## src/hdl/fetch_pkg.sv

```systemverilog
// Shared types and constants for the instruction fetch front end, referenced by scoped name
`default_nettype none

package fetch_pkg;

    // Physical address is segment * 16 + offset, modulo 2^20
    localparam int PHYS_ADDR_W = 20;

    // Instruction bus carries word addresses only
    localparam int BUS_ADDR_W = 19;

    // Prefetch byte queue sizing
    localparam int QUEUE_DEPTH = 6;

    // Room kept for both bytes of a word that is still in flight
    localparam int QUEUE_SLACK = 2;

    // CS:IP pair loaded into the fetch pointer
    typedef struct packed {
        logic [15:0] cs;
        logic [15:0] ip;
    } fetch_addr_t;

    // Instruction bus master states
    typedef enum logic [1:0] {
        PF_REQUEST,
        PF_WAIT_ACK,
        PF_PUSH_LOW,
        PF_PUSH_HIGH
    } prefetch_state_t;

    // Immediate reader states
    typedef enum logic [1:0] {
        RD_IDLE,
        RD_LOW,
        RD_HIGH
    } reader_state_t;

endpackage

`default_nettype wire

```

## src/hdl/byte_fifo.sv

```systemverilog
// Circular prefetch queue with flush and a nearly-full level used for fetch back-pressure
`default_nettype none
`timescale 1ns/10ps

module byte_fifo #(
    parameter int data_width = 8,
    parameter int depth = 6
) (
    input  logic                    clk,
    input  logic                    rst,
    input  logic                    flush,
    input  logic                    wr_en,
    input  logic [data_width-1:0]   wr_data,
    input  logic                    rd_en,
    output logic [data_width-1:0]   rd_data,
    output logic                    empty,
    output logic                    nearly_full
);

    localparam int ptr_w = (depth > 1) ? $clog2(depth) : 1;
    localparam int count_w = $clog2(depth + 1);

    logic [data_width-1:0] mem [depth];
    logic [ptr_w-1:0] rd_ptr;
    logic [ptr_w-1:0] wr_ptr;
    logic [count_w-1:0] count;
    logic do_wr;
    logic do_rd;

    // Wrap at depth, which need not be a power of two
    function automatic logic [ptr_w-1:0] next_ptr(input logic [ptr_w-1:0] ptr);
        if (ptr == ptr_w'(depth - 1)) begin
            return '0;
        end else begin
            return ptr + 1'b1;
        end
    endfunction

    assign empty       = count == '0;
    assign nearly_full = count >= count_w'(depth - fetch_pkg::QUEUE_SLACK);

    // Head entry shown without a read strobe
    assign rd_data = mem[rd_ptr];

    assign do_wr = wr_en && (count != count_w'(depth));
    assign do_rd = rd_en && !empty;

    always_ff @(posedge clk) begin
        if (rst || flush) begin
            rd_ptr <= '0;
            wr_ptr <= '0;
            count  <= '0;
        end else begin
            if (do_wr) begin
                wr_ptr <= next_ptr(wr_ptr);
            end
            if (do_rd) begin
                rd_ptr <= next_ptr(rd_ptr);
            end
            unique case ({do_wr, do_rd})
                2'b10:   count <= count + 1'b1;
                2'b01:   count <= count - 1'b1;
                default: count <= count;
            endcase
        end
    end

    always_ff @(posedge clk) begin
        if (do_wr) begin
            mem[wr_ptr] <= wr_data;
        end
    end

    // Writer must honour nearly_full early enough, reader must check empty
    no_write_when_full: assert property (
        @(posedge clk) disable iff (rst) wr_en |-> count != count_w'(depth)
    );
    no_read_when_empty: assert property (
        @(posedge clk) disable iff (rst) rd_en |-> !empty
    );

endmodule

`default_nettype wire

```

## src/hdl/fetch_pointer.sv

```systemverilog
// Holds the CS:IP fetch pointer, advances it per prefetched byte and raises flush on a load
`default_nettype none
`timescale 1ns/10ps

module fetch_pointer (
    input  logic                                clk,
    input  logic                                rst,
    input  fetch_pkg::fetch_addr_t              load_addr,
    input  logic                                load_en,
    input  logic                                byte_pushed,
    output logic [fetch_pkg::PHYS_ADDR_W-1:0]   phys_addr,
    output logic                                flush
);

    // Current segment and the offset of the next byte to prefetch
    fetch_pkg::fetch_addr_t ptr;

    always_ff @(posedge clk) begin
        if (rst) begin
            ptr <= '0;
        end else if (load_en) begin
            // A new CS:IP takes priority over the byte counter
            ptr <= load_addr;
        end else if (byte_pushed) begin
            // Offset wraps inside the segment
            ptr.ip <= ptr.ip + 16'd1;
        end
    end

    // Flush follows the load by one cycle so the new address is already visible
    always_ff @(posedge clk) begin
        if (rst) begin
            flush <= 1'b0;
        end else begin
            flush <= load_en;
        end
    end

    // Segment shifted by four plus the offset with the carry out of bit 19 dropped
    assign phys_addr = {ptr.cs, 4'h0} + {4'h0, ptr.ip};

    // A byte of the old stream never advances a freshly loaded offset
    load_wins_over_push: assert property (
        @(posedge clk) disable iff (rst)
        flush |-> !byte_pushed
    );

endmodule

`default_nettype wire

```

## src/hdl/fetch_unit.sv

```systemverilog
// Top level of the fetch front end: pointer, bus master, byte queue and immediate reader
`default_nettype none
`timescale 1ns/10ps

module fetch_unit (
    input  logic                                clk,
    input  logic                                rst,

    // Fetch address load
    input  fetch_pkg::fetch_addr_t              load_addr,
    input  logic                                load_en,

    // Instruction bus
    output logic [fetch_pkg::BUS_ADDR_W-1:0]    instr_m_addr,
    input  logic [15:0]                         instr_m_data_in,
    output logic                                instr_m_access,
    input  logic                                instr_m_ack,

    // Immediate port
    input  logic                                immed_start,
    input  logic                                immed_is_8bit,
    output logic                                immed_complete,
    output logic [15:0]                         immediate
);

    logic [fetch_pkg::PHYS_ADDR_W-1:0] phys_addr;
    logic flush;
    logic byte_pushed;
    logic queue_wr_en;
    logic [7:0] queue_wr_data;
    logic queue_rd_en;
    logic [7:0] queue_rd_data;
    logic queue_empty;
    logic queue_nearly_full;

    fetch_pointer pointer0 (
        .clk         (clk),
        .rst         (rst),
        .load_addr   (load_addr),
        .load_en     (load_en),
        .byte_pushed (byte_pushed),
        .phys_addr   (phys_addr),
        .flush       (flush)
    );

    prefetch_bus prefetch0 (
        .clk               (clk),
        .rst               (rst),
        .phys_addr         (phys_addr),
        .flush             (flush),
        .queue_nearly_full (queue_nearly_full),
        .instr_m_addr      (instr_m_addr),
        .instr_m_data_in   (instr_m_data_in),
        .instr_m_access    (instr_m_access),
        .instr_m_ack       (instr_m_ack),
        .queue_wr_en       (queue_wr_en),
        .queue_wr_data     (queue_wr_data),
        .byte_pushed       (byte_pushed)
    );

    byte_fifo #(
        .data_width (8),
        .depth      (fetch_pkg::QUEUE_DEPTH)
    ) queue0 (
        .clk         (clk),
        .rst         (rst),
        .flush       (flush),
        .wr_en       (queue_wr_en),
        .wr_data     (queue_wr_data),
        .rd_en       (queue_rd_en),
        .rd_data     (queue_rd_data),
        .empty       (queue_empty),
        .nearly_full (queue_nearly_full)
    );

    immediate_reader reader0 (
        .clk          (clk),
        .rst          (rst),
        .flush        (flush),
        .start        (immed_start),
        .is_8bit      (immed_is_8bit),
        .fifo_rd_en   (queue_rd_en),
        .fifo_rd_data (queue_rd_data),
        .fifo_empty   (queue_empty),
        .complete     (immed_complete),
        .immediate    (immediate)
    );

endmodule

`default_nettype wire

```

## src/hdl/immediate_reader.sv

```systemverilog
// Pops one or two bytes from the prefetch queue and returns them as a little-endian immediate
`default_nettype none
`timescale 1ns/10ps

module immediate_reader (
    input  logic        clk,
    input  logic        rst,
    input  logic        flush,
    input  logic        start,
    input  logic        is_8bit,
    output logic        fifo_rd_en,
    input  logic [7:0]  fifo_rd_data,
    input  logic        fifo_empty,
    output logic        complete,
    output logic [15:0] immediate
);

    fetch_pkg::reader_state_t state;
    logic is_8bit_q;
    logic [7:0] low_q;
    logic want_8bit;
    logic pop_low;
    logic pop_high;

    // Size comes straight from the port in the start cycle
    assign want_8bit = (state == fetch_pkg::RD_IDLE) ? is_8bit : is_8bit_q;

    // Low byte can be taken in the start cycle itself
    assign pop_low = (((state == fetch_pkg::RD_IDLE) && start) || (state == fetch_pkg::RD_LOW))
                     && !fifo_empty && !flush;
    assign pop_high = (state == fetch_pkg::RD_HIGH) && !fifo_empty && !flush;

    assign fifo_rd_en = pop_low || pop_high;

    always_ff @(posedge clk) begin
        if (rst) begin
            state    <= fetch_pkg::RD_IDLE;
            complete <= 1'b0;
        end else begin
            complete <= 1'b0;
            if (flush) begin
                // Abort quietly, a start in this cycle waits for new bytes
                state <= start ? fetch_pkg::RD_LOW : fetch_pkg::RD_IDLE;
            end else begin
                unique case (state)
                    fetch_pkg::RD_IDLE, fetch_pkg::RD_LOW: begin
                        if (pop_low) begin
                            state    <= want_8bit ? fetch_pkg::RD_IDLE : fetch_pkg::RD_HIGH;
                            complete <= want_8bit;
                        end else if (start) begin
                            state <= fetch_pkg::RD_LOW;
                        end
                    end
                    fetch_pkg::RD_HIGH: begin
                        if (pop_high) begin
                            state    <= fetch_pkg::RD_IDLE;
                            complete <= 1'b1;
                        end
                    end
                    default: begin
                        state <= fetch_pkg::RD_IDLE;
                    end
                endcase
            end
        end
    end

    always_ff @(posedge clk) begin
        if ((state == fetch_pkg::RD_IDLE) && start) begin
            is_8bit_q <= is_8bit;
        end
        if (pop_low) begin
            low_q <= fifo_rd_data;
        end
        // Result changes only together with complete
        if (pop_low && want_8bit) begin
            immediate <= {8'h00, fifo_rd_data};
        end else if (pop_high) begin
            immediate <= {fifo_rd_data, low_q};
        end
    end

    // Requester waits for complete before asking again
    start_only_when_idle: assert property (
        @(posedge clk) disable iff (rst) start |-> state == fetch_pkg::RD_IDLE
    );

endmodule

`default_nettype wire

```

## src/hdl/prefetch_bus.sv

```systemverilog
// Instruction bus master that fetches words at the fetch pointer and feeds their bytes to the queue
`default_nettype none
`timescale 1ns/10ps

module prefetch_bus (
    input  logic                                clk,
    input  logic                                rst,
    input  logic [fetch_pkg::PHYS_ADDR_W-1:0]   phys_addr,
    input  logic                                flush,
    input  logic                                queue_nearly_full,
    output logic [fetch_pkg::BUS_ADDR_W-1:0]    instr_m_addr,
    input  logic [15:0]                         instr_m_data_in,
    output logic                                instr_m_access,
    input  logic                                instr_m_ack,
    output logic                                queue_wr_en,
    output logic [7:0]                          queue_wr_data,
    output logic                                byte_pushed
);

    fetch_pkg::prefetch_state_t state;

    // Word of the access in flight belongs to a stale stream
    logic discard;

    // Request address and byte lane held for the whole access
    logic [fetch_pkg::BUS_ADDR_W-1:0] req_addr;
    logic req_odd;

    logic [15:0] word;
    logic start_req;
    logic pushing;

    // No new request while the queue cannot take a whole word
    assign start_req = (state == fetch_pkg::PF_REQUEST) && !queue_nearly_full;

    assign instr_m_addr   = req_addr;
    assign instr_m_access = state == fetch_pkg::PF_WAIT_ACK;

    assign pushing = (state == fetch_pkg::PF_PUSH_LOW) || (state == fetch_pkg::PF_PUSH_HIGH);

    // Bytes of the old stream are dropped in the flush cycle
    assign queue_wr_en   = pushing && !flush;
    assign byte_pushed   = queue_wr_en;
    assign queue_wr_data = (state == fetch_pkg::PF_PUSH_HIGH) ? word[15:8] : word[7:0];

    always_ff @(posedge clk) begin
        if (rst) begin
            state   <= fetch_pkg::PF_REQUEST;
            discard <= 1'b0;
        end else begin
            unique case (state)
                fetch_pkg::PF_REQUEST: begin
                    if (start_req) begin
                        state <= fetch_pkg::PF_WAIT_ACK;
                    end
                end
                fetch_pkg::PF_WAIT_ACK: begin
                    if (instr_m_ack) begin
                        discard <= 1'b0;
                        if (discard || flush) begin
                            state <= fetch_pkg::PF_REQUEST;
                        end else if (req_odd) begin
                            // Odd address starts in the high byte
                            state <= fetch_pkg::PF_PUSH_HIGH;
                        end else begin
                            state <= fetch_pkg::PF_PUSH_LOW;
                        end
                    end else if (flush) begin
                        // Keep access up until the ack, then throw the word away
                        discard <= 1'b1;
                    end
                end
                fetch_pkg::PF_PUSH_LOW: begin
                    state <= flush ? fetch_pkg::PF_REQUEST : fetch_pkg::PF_PUSH_HIGH;
                end
                fetch_pkg::PF_PUSH_HIGH: begin
                    state <= fetch_pkg::PF_REQUEST;
                end
                default: begin
                    state <= fetch_pkg::PF_REQUEST;
                end
            endcase
        end
    end

    always_ff @(posedge clk) begin
        if (start_req) begin
            req_addr <= phys_addr[fetch_pkg::PHYS_ADDR_W-1:1];
            req_odd  <= phys_addr[0];
        end
        // Data is only valid in the ack cycle
        if (instr_m_access && instr_m_ack) begin
            word <= instr_m_data_in;
        end
    end

    // Bus rule: access and address hold until the slave acks
    access_held_until_ack: assert property (
        @(posedge clk) disable iff (rst)
        instr_m_access && !instr_m_ack |=> instr_m_access && $stable(instr_m_addr)
    );

endmodule

`default_nettype wire

```

## config.mk

```make
export PLATFORM = sky130hd
export DESIGN_NAME = fetch_unit
export DESIGN_NICKNAME = d
export VERILOG_FILES = /design/src/hdl/fetch_pkg.sv /design/src/hdl/byte_fifo.sv /design/src/hdl/fetch_pointer.sv /design/src/hdl/fetch_unit.sv /design/src/hdl/immediate_reader.sv /design/src/hdl/prefetch_bus.sv
export SDC_FILE = /design/constraint.sdc
export NUM_CORES = 1
export LEC_CHECK = 0
export BUFFER_PORTS_ARGS = -buffer_cell sky130_fd_sc_hd__buf_2
export CELL_PAD_IN_SITES_DETAIL_PLACEMENT = 1
export CELL_PAD_IN_SITES_GLOBAL_PLACEMENT = 1
export CORE_ASPECT_RATIO = 0.75
export CORE_MARGIN = 4
export CORE_UTILIZATION = 47
export CTS_CLUSTER_DIAMETER = 120
export DETAILED_ROUTE_END_ITERATION = 16
export PLACE_DENSITY_LB_ADDON = 0.08
export SETUP_SLACK_MARGIN = 0.1
export SLEW_MARGIN = 25
export SYNTH_ARGS = -nofsm -noshare
export SYNTH_HDL_FRONTEND = slang
export SYNTH_SLANG_ARGS = --single-unit
export TNS_END_PERCENT = 20
```

## constraint.sdc

```tcl
create_clock -name clk -period 3 [get_ports clk]
set_clock_uncertainty 0.15 [all_clocks]
set_input_delay 0 -clock clk [delete_from_list [all_inputs] [get_ports clk]]
set_output_delay 0 -clock clk [all_outputs]
set_load 0.02 [all_outputs]
```

==> results_dict.tcl <==
set metrics [dict create \
    worstPathRequired_ns 3.01 \
    async_reset_ff_share_pct 0 \
    slowest_delay_ns 0.47 \
    wl_per_cell_um 18.4 \
    cts.reportedPaths.clkPinSlew_ns 0.07 \
    drtIter0Drc 211 \
    vias 4764 \
    fin_crit_ns 2.71 \
    cpMaxStageDelayCell "a21oi_1" \
    synthesis.area_um2 6840 \
    h-tree-depth 4 \
    ys_seq_area_share_pct 61.6 \
    cts_max_path_buffers 2 \
    cts.sinks 160 \
    path_max_fanout 5 \
    powerDensity_nw_per_um2 596 \
    die_area_um2 16600 \
    antenna_found_initial 0 \
    drt-pass1-iter-count 4 \
    fmax_mhz 369 \
    arrival_ns 2.72 \
    cts_inserted_buffers 17 \
    drive_gt1_share_pct 22.9 \
    whs_path_depth 2 \
    cp-start-kind "flip-flop" \
    gp_congestion 0.815 \
    grtUsageTotal_pct 21.2 \
    route.detailed.drc 0 \
    layout.nets 777 \
    hold_viol_final 0 \
    cts-root-buf "clkbuf_16" \
    worst_slew_pin_slew_ns 1.05 \
    cts_tree "built" \
    ys_ff_latch 160 \
    viasPerCell 5.21 \
    grt_max_degree 42 \
    crit_family "compound AO/OA/AOI/OAI gates" \
    endpoint_kind "flip-flop" \
    syn_area_per_cell_um2 12.8 \
    n_antenna_cell 0 \
    regToRegSetupSlack_ns 0.29 \
    worstRegToRegCells 8 \
    syn_nets 604 \
    p_leak_nw 3.47 \
    p_clk_share_pct 39.4 \
    ys_warn_count 0 \
    min_from "instr_m_data_in[8]" \
    rows 37 \
    ant_nets 0 \
    die_h_um 112 \
    drv_cap 0 \
    die_x_um 147 \
    finalSetupViolations 0 \
    crit_buf_inv 1 \
    synth-main-ff-cell "edfxtp_1" \
    synth_edf_count 101 \
    swShare_pct 25.6 \
    grt-ovfl-total 0 \
    status "complete, no violations" \
    p_int_mw 3.91 \
    seqPwrFrac_pct 48.7 \
    hold_path_class "in -> reg" \
    p_sw_mw 1.35 \
    period_share_pct 90.3 \
    finalWirelength_um 16900 \
    path_cells "ha_1 -> inv_1 -> fa_1 -> nor2b_1 -> o2111ai_1 -> a21oi_1 -> nor2_1 -> xnor2_1" \
    drv_slew 0 \
    comb_power_share_pct 11.8 \
    power_mw 5.26 \
    yosysUniqueCellTypes 55 \
    ioPinCount 91 \
    area_delta_synth_final_pct 29.1 \
    io_buffers 90 \
    rsz0062_at_grt "false" \
    clk_latency_ns 0.43 \
    hold_path_end "prefetch0.word[8]$_DFFE_PP_" \
    start_util_pct 48.9 \
    rr_endpoint "prefetch0.instr_m_addr[13]$_DFFE_PP_" \
    core_um2 14000 \
    grt_pass1_vias 5051 \
    grt_pass1_wl_um 27500 \
    dpl.hpwl_um 11000 \
    relSlewSlack_pct 30.1 \
    tns_ns 0 \
    synthCells 534 \
    r2r-start "pointer0.ptr[4]$_SDFFE_PP0P_" \
    critPathKind "reg -> reg" \
    ir_drop_v 0.000463 \
]
per-layer routing:
metal  track usage (%)  part of all wire (%)
met1              29.4                    48
met2              33.4                    46
met3              5.25                   4.9
met4              6.21                   1.1
met5                 0                     0
final cells by class:
type,instances,area [um2]
fillers,1408,5150
flip-flops and latches,160,4220
multi-input cells,333,2450
repair buffers,176,1290
clock buffers,17,425
well taps,195,244
clock inverters,15,135
inverters,19,71.3
cell usage after synthesis, types with 2 or more instances:
master      n  area share, %
mux2i_1    33            4.8
nor2b_1    10           0.91
a211oi_1    3           0.33
o211ai_1    2           0.22
and4b_1     2           0.29
nand2_1    23            1.3
a221o_1     2           0.29
o21ai_0    10           0.73
fa_1        2           0.59
a21o_1      2           0.22
nand3_1     7           0.51
o21a_1      6           0.66
nor4_1      3           0.27
nor3_1     13           0.95
a21oi_1    43            3.1
buf_6       2           0.33
clkbuf_1   14           0.77
or3_1       2           0.18
nand2b_1    2           0.18
a21boi_0    2           0.22
inv_1      19            1.0
dfxtp_1    59             17
and2_1      3           0.27
edfxtp_1  101             44
nor4b_1     2           0.26
and3_1      2           0.18
nand4_1     5           0.46
nor2_1     56            3.1
xnor2_1    18            2.3
buf_2       5           0.37
ha_1       14            2.6
mux2_2     16            2.6
nand2_2     2           0.18
a22o_1      8            1.0
nand4b_1    3           0.38
xor2_1     12            1.5
mux4_2      8            2.6
power by group through the flow:
stage	sequential, mW	clock (mW)	combinational (mW)
after floorplan	2.67	0	0.278
after global placement	2.60	0	0.520
after detailed placement	2.61	0	0.539
after CTS	2.56	2.12	0.621
after global routing	2.58	2.23	0.679
final	2.56	2.07	0.623
per-stage QoR:
| stage | instance area (um2) | worst slack (ns) | util [%] | hold WS (ns) | std cells |
|---|---|---|---|---|---|
| 6_report | 8830 | 0.292 | 63.2 | 0.127 | 915 |
| 3_5_place_dp | 7500 | 0.267 | 53.7 | 0.0287 | 806 |
| 5_1_grt | 8830 | 0.140 | 63.2 | 0.111 | 915 |
| 4_1_cts | 8830 | 0.252 | 63.2 | 0.107 | 915 |
| 3_3_place_gp | 7500 | 0.472 | 53.7 | 0.0263 | 806 |
| 2_1_floorplan | 6840 | 0.526 | - | -0.0511 | 534 |
kinds of logic after synthesis:
kind of cell	synth area share [%]
fa+ha+maj	3.15
mux	10.1
xor+xnor	3.84
simple gates	10.6
flops	61.6
compound gates	8.14
buf+inv	2.62
repair_timing:
item                       CTS  global route
hold buffers                77             0
resized for setup            0             1
setup buffers                0             0
hold endpoints to repair    68             0
setup endpoints to repair    0             1
registers in the layout, summed over array words and instances (netlist names), named ones only:
name,cells
reader0.low_q,8
prefetch0.word,16
prefetch0.discard,1
queue0.rd_ptr,3
reader0.state,2
queue0.count,3
reader0.is_8bit_q,1
prefetch0.state,2
pointer0.ptr,32
reader0.complete,1
prefetch0.instr_m_addr,19
prefetch0.req_odd,1
pointer0.flush,1
queue0.wr_ptr,3
queue0.mem,48
reader0.immediate,16
cell usage in the layout, fill, tap and decap left out, drive strengths merged, types with 2 or more instances in the layout:
cell | synthesis | routed
edfxtp | 101 | 101
buf | 8 | 99
dlygate4sd3 | 0 | 77
dfxtp | 59 | 59
nor2 | 56 | 56
a21oi | 43 | 43
mux2i | 33 | 33
nand2 | 25 | 25
inv | 19 | 24
xnor2 | 18 | 18
clkbuf | 14 | 17
mux2 | 16 | 16
nor3 | 15 | 15
ha | 14 | 14
xor2 | 12 | 12
o21ai | 11 | 11
nor2b | 10 | 10
mux4 | 8 | 8
a22o | 8 | 8
nand3 | 7 | 7
o21a | 6 | 6
nand4 | 5 | 5
clkinv | 0 | 5
clkinvlp | 0 | 4
nor4 | 4 | 4
a211oi | 3 | 3
and2 | 3 | 3
nand4b | 3 | 3
a21o | 2 | 2
o211ai | 2 | 2
a21boi | 2 | 2
and3 | 2 | 2
a221o | 2 | 2
nor4b | 2 | 2
and4b | 2 | 2
nand2b | 2 | 2
or3 | 2 | 2
fa | 2 | 2
worst max path at each step:
stage / startpoint / to / cells past startpoint
4_1_cts: pointer0.flush$_SDFF_PP0_ / queue0.count[2]$_SDFFE_PP0P_ / 8
5_1_grt: pointer0.ptr[4]$_SDFFE_PP0P_ / prefetch0.instr_m_addr[13]$_DFFE_PP_ / 8
2_1_floorplan: prefetch0.state[1]$_SDFFE_PP0P_ / prefetch0.instr_m_addr[0]$_DFFE_PP_ / 2
6_report: pointer0.ptr[4]$_SDFFE_PP0P_ / prefetch0.instr_m_addr[13]$_DFFE_PP_ / 8
3_3_place_gp: pointer0.flush$_SDFF_PP0_ / queue0.count[2]$_SDFFE_PP0P_ / 8
3_5_place_dp: pointer0.flush$_SDFF_PP0_ / queue0.count[2]$_SDFFE_PP0P_ / 8
Note: power is estimated with default switching activity, not from simulation.
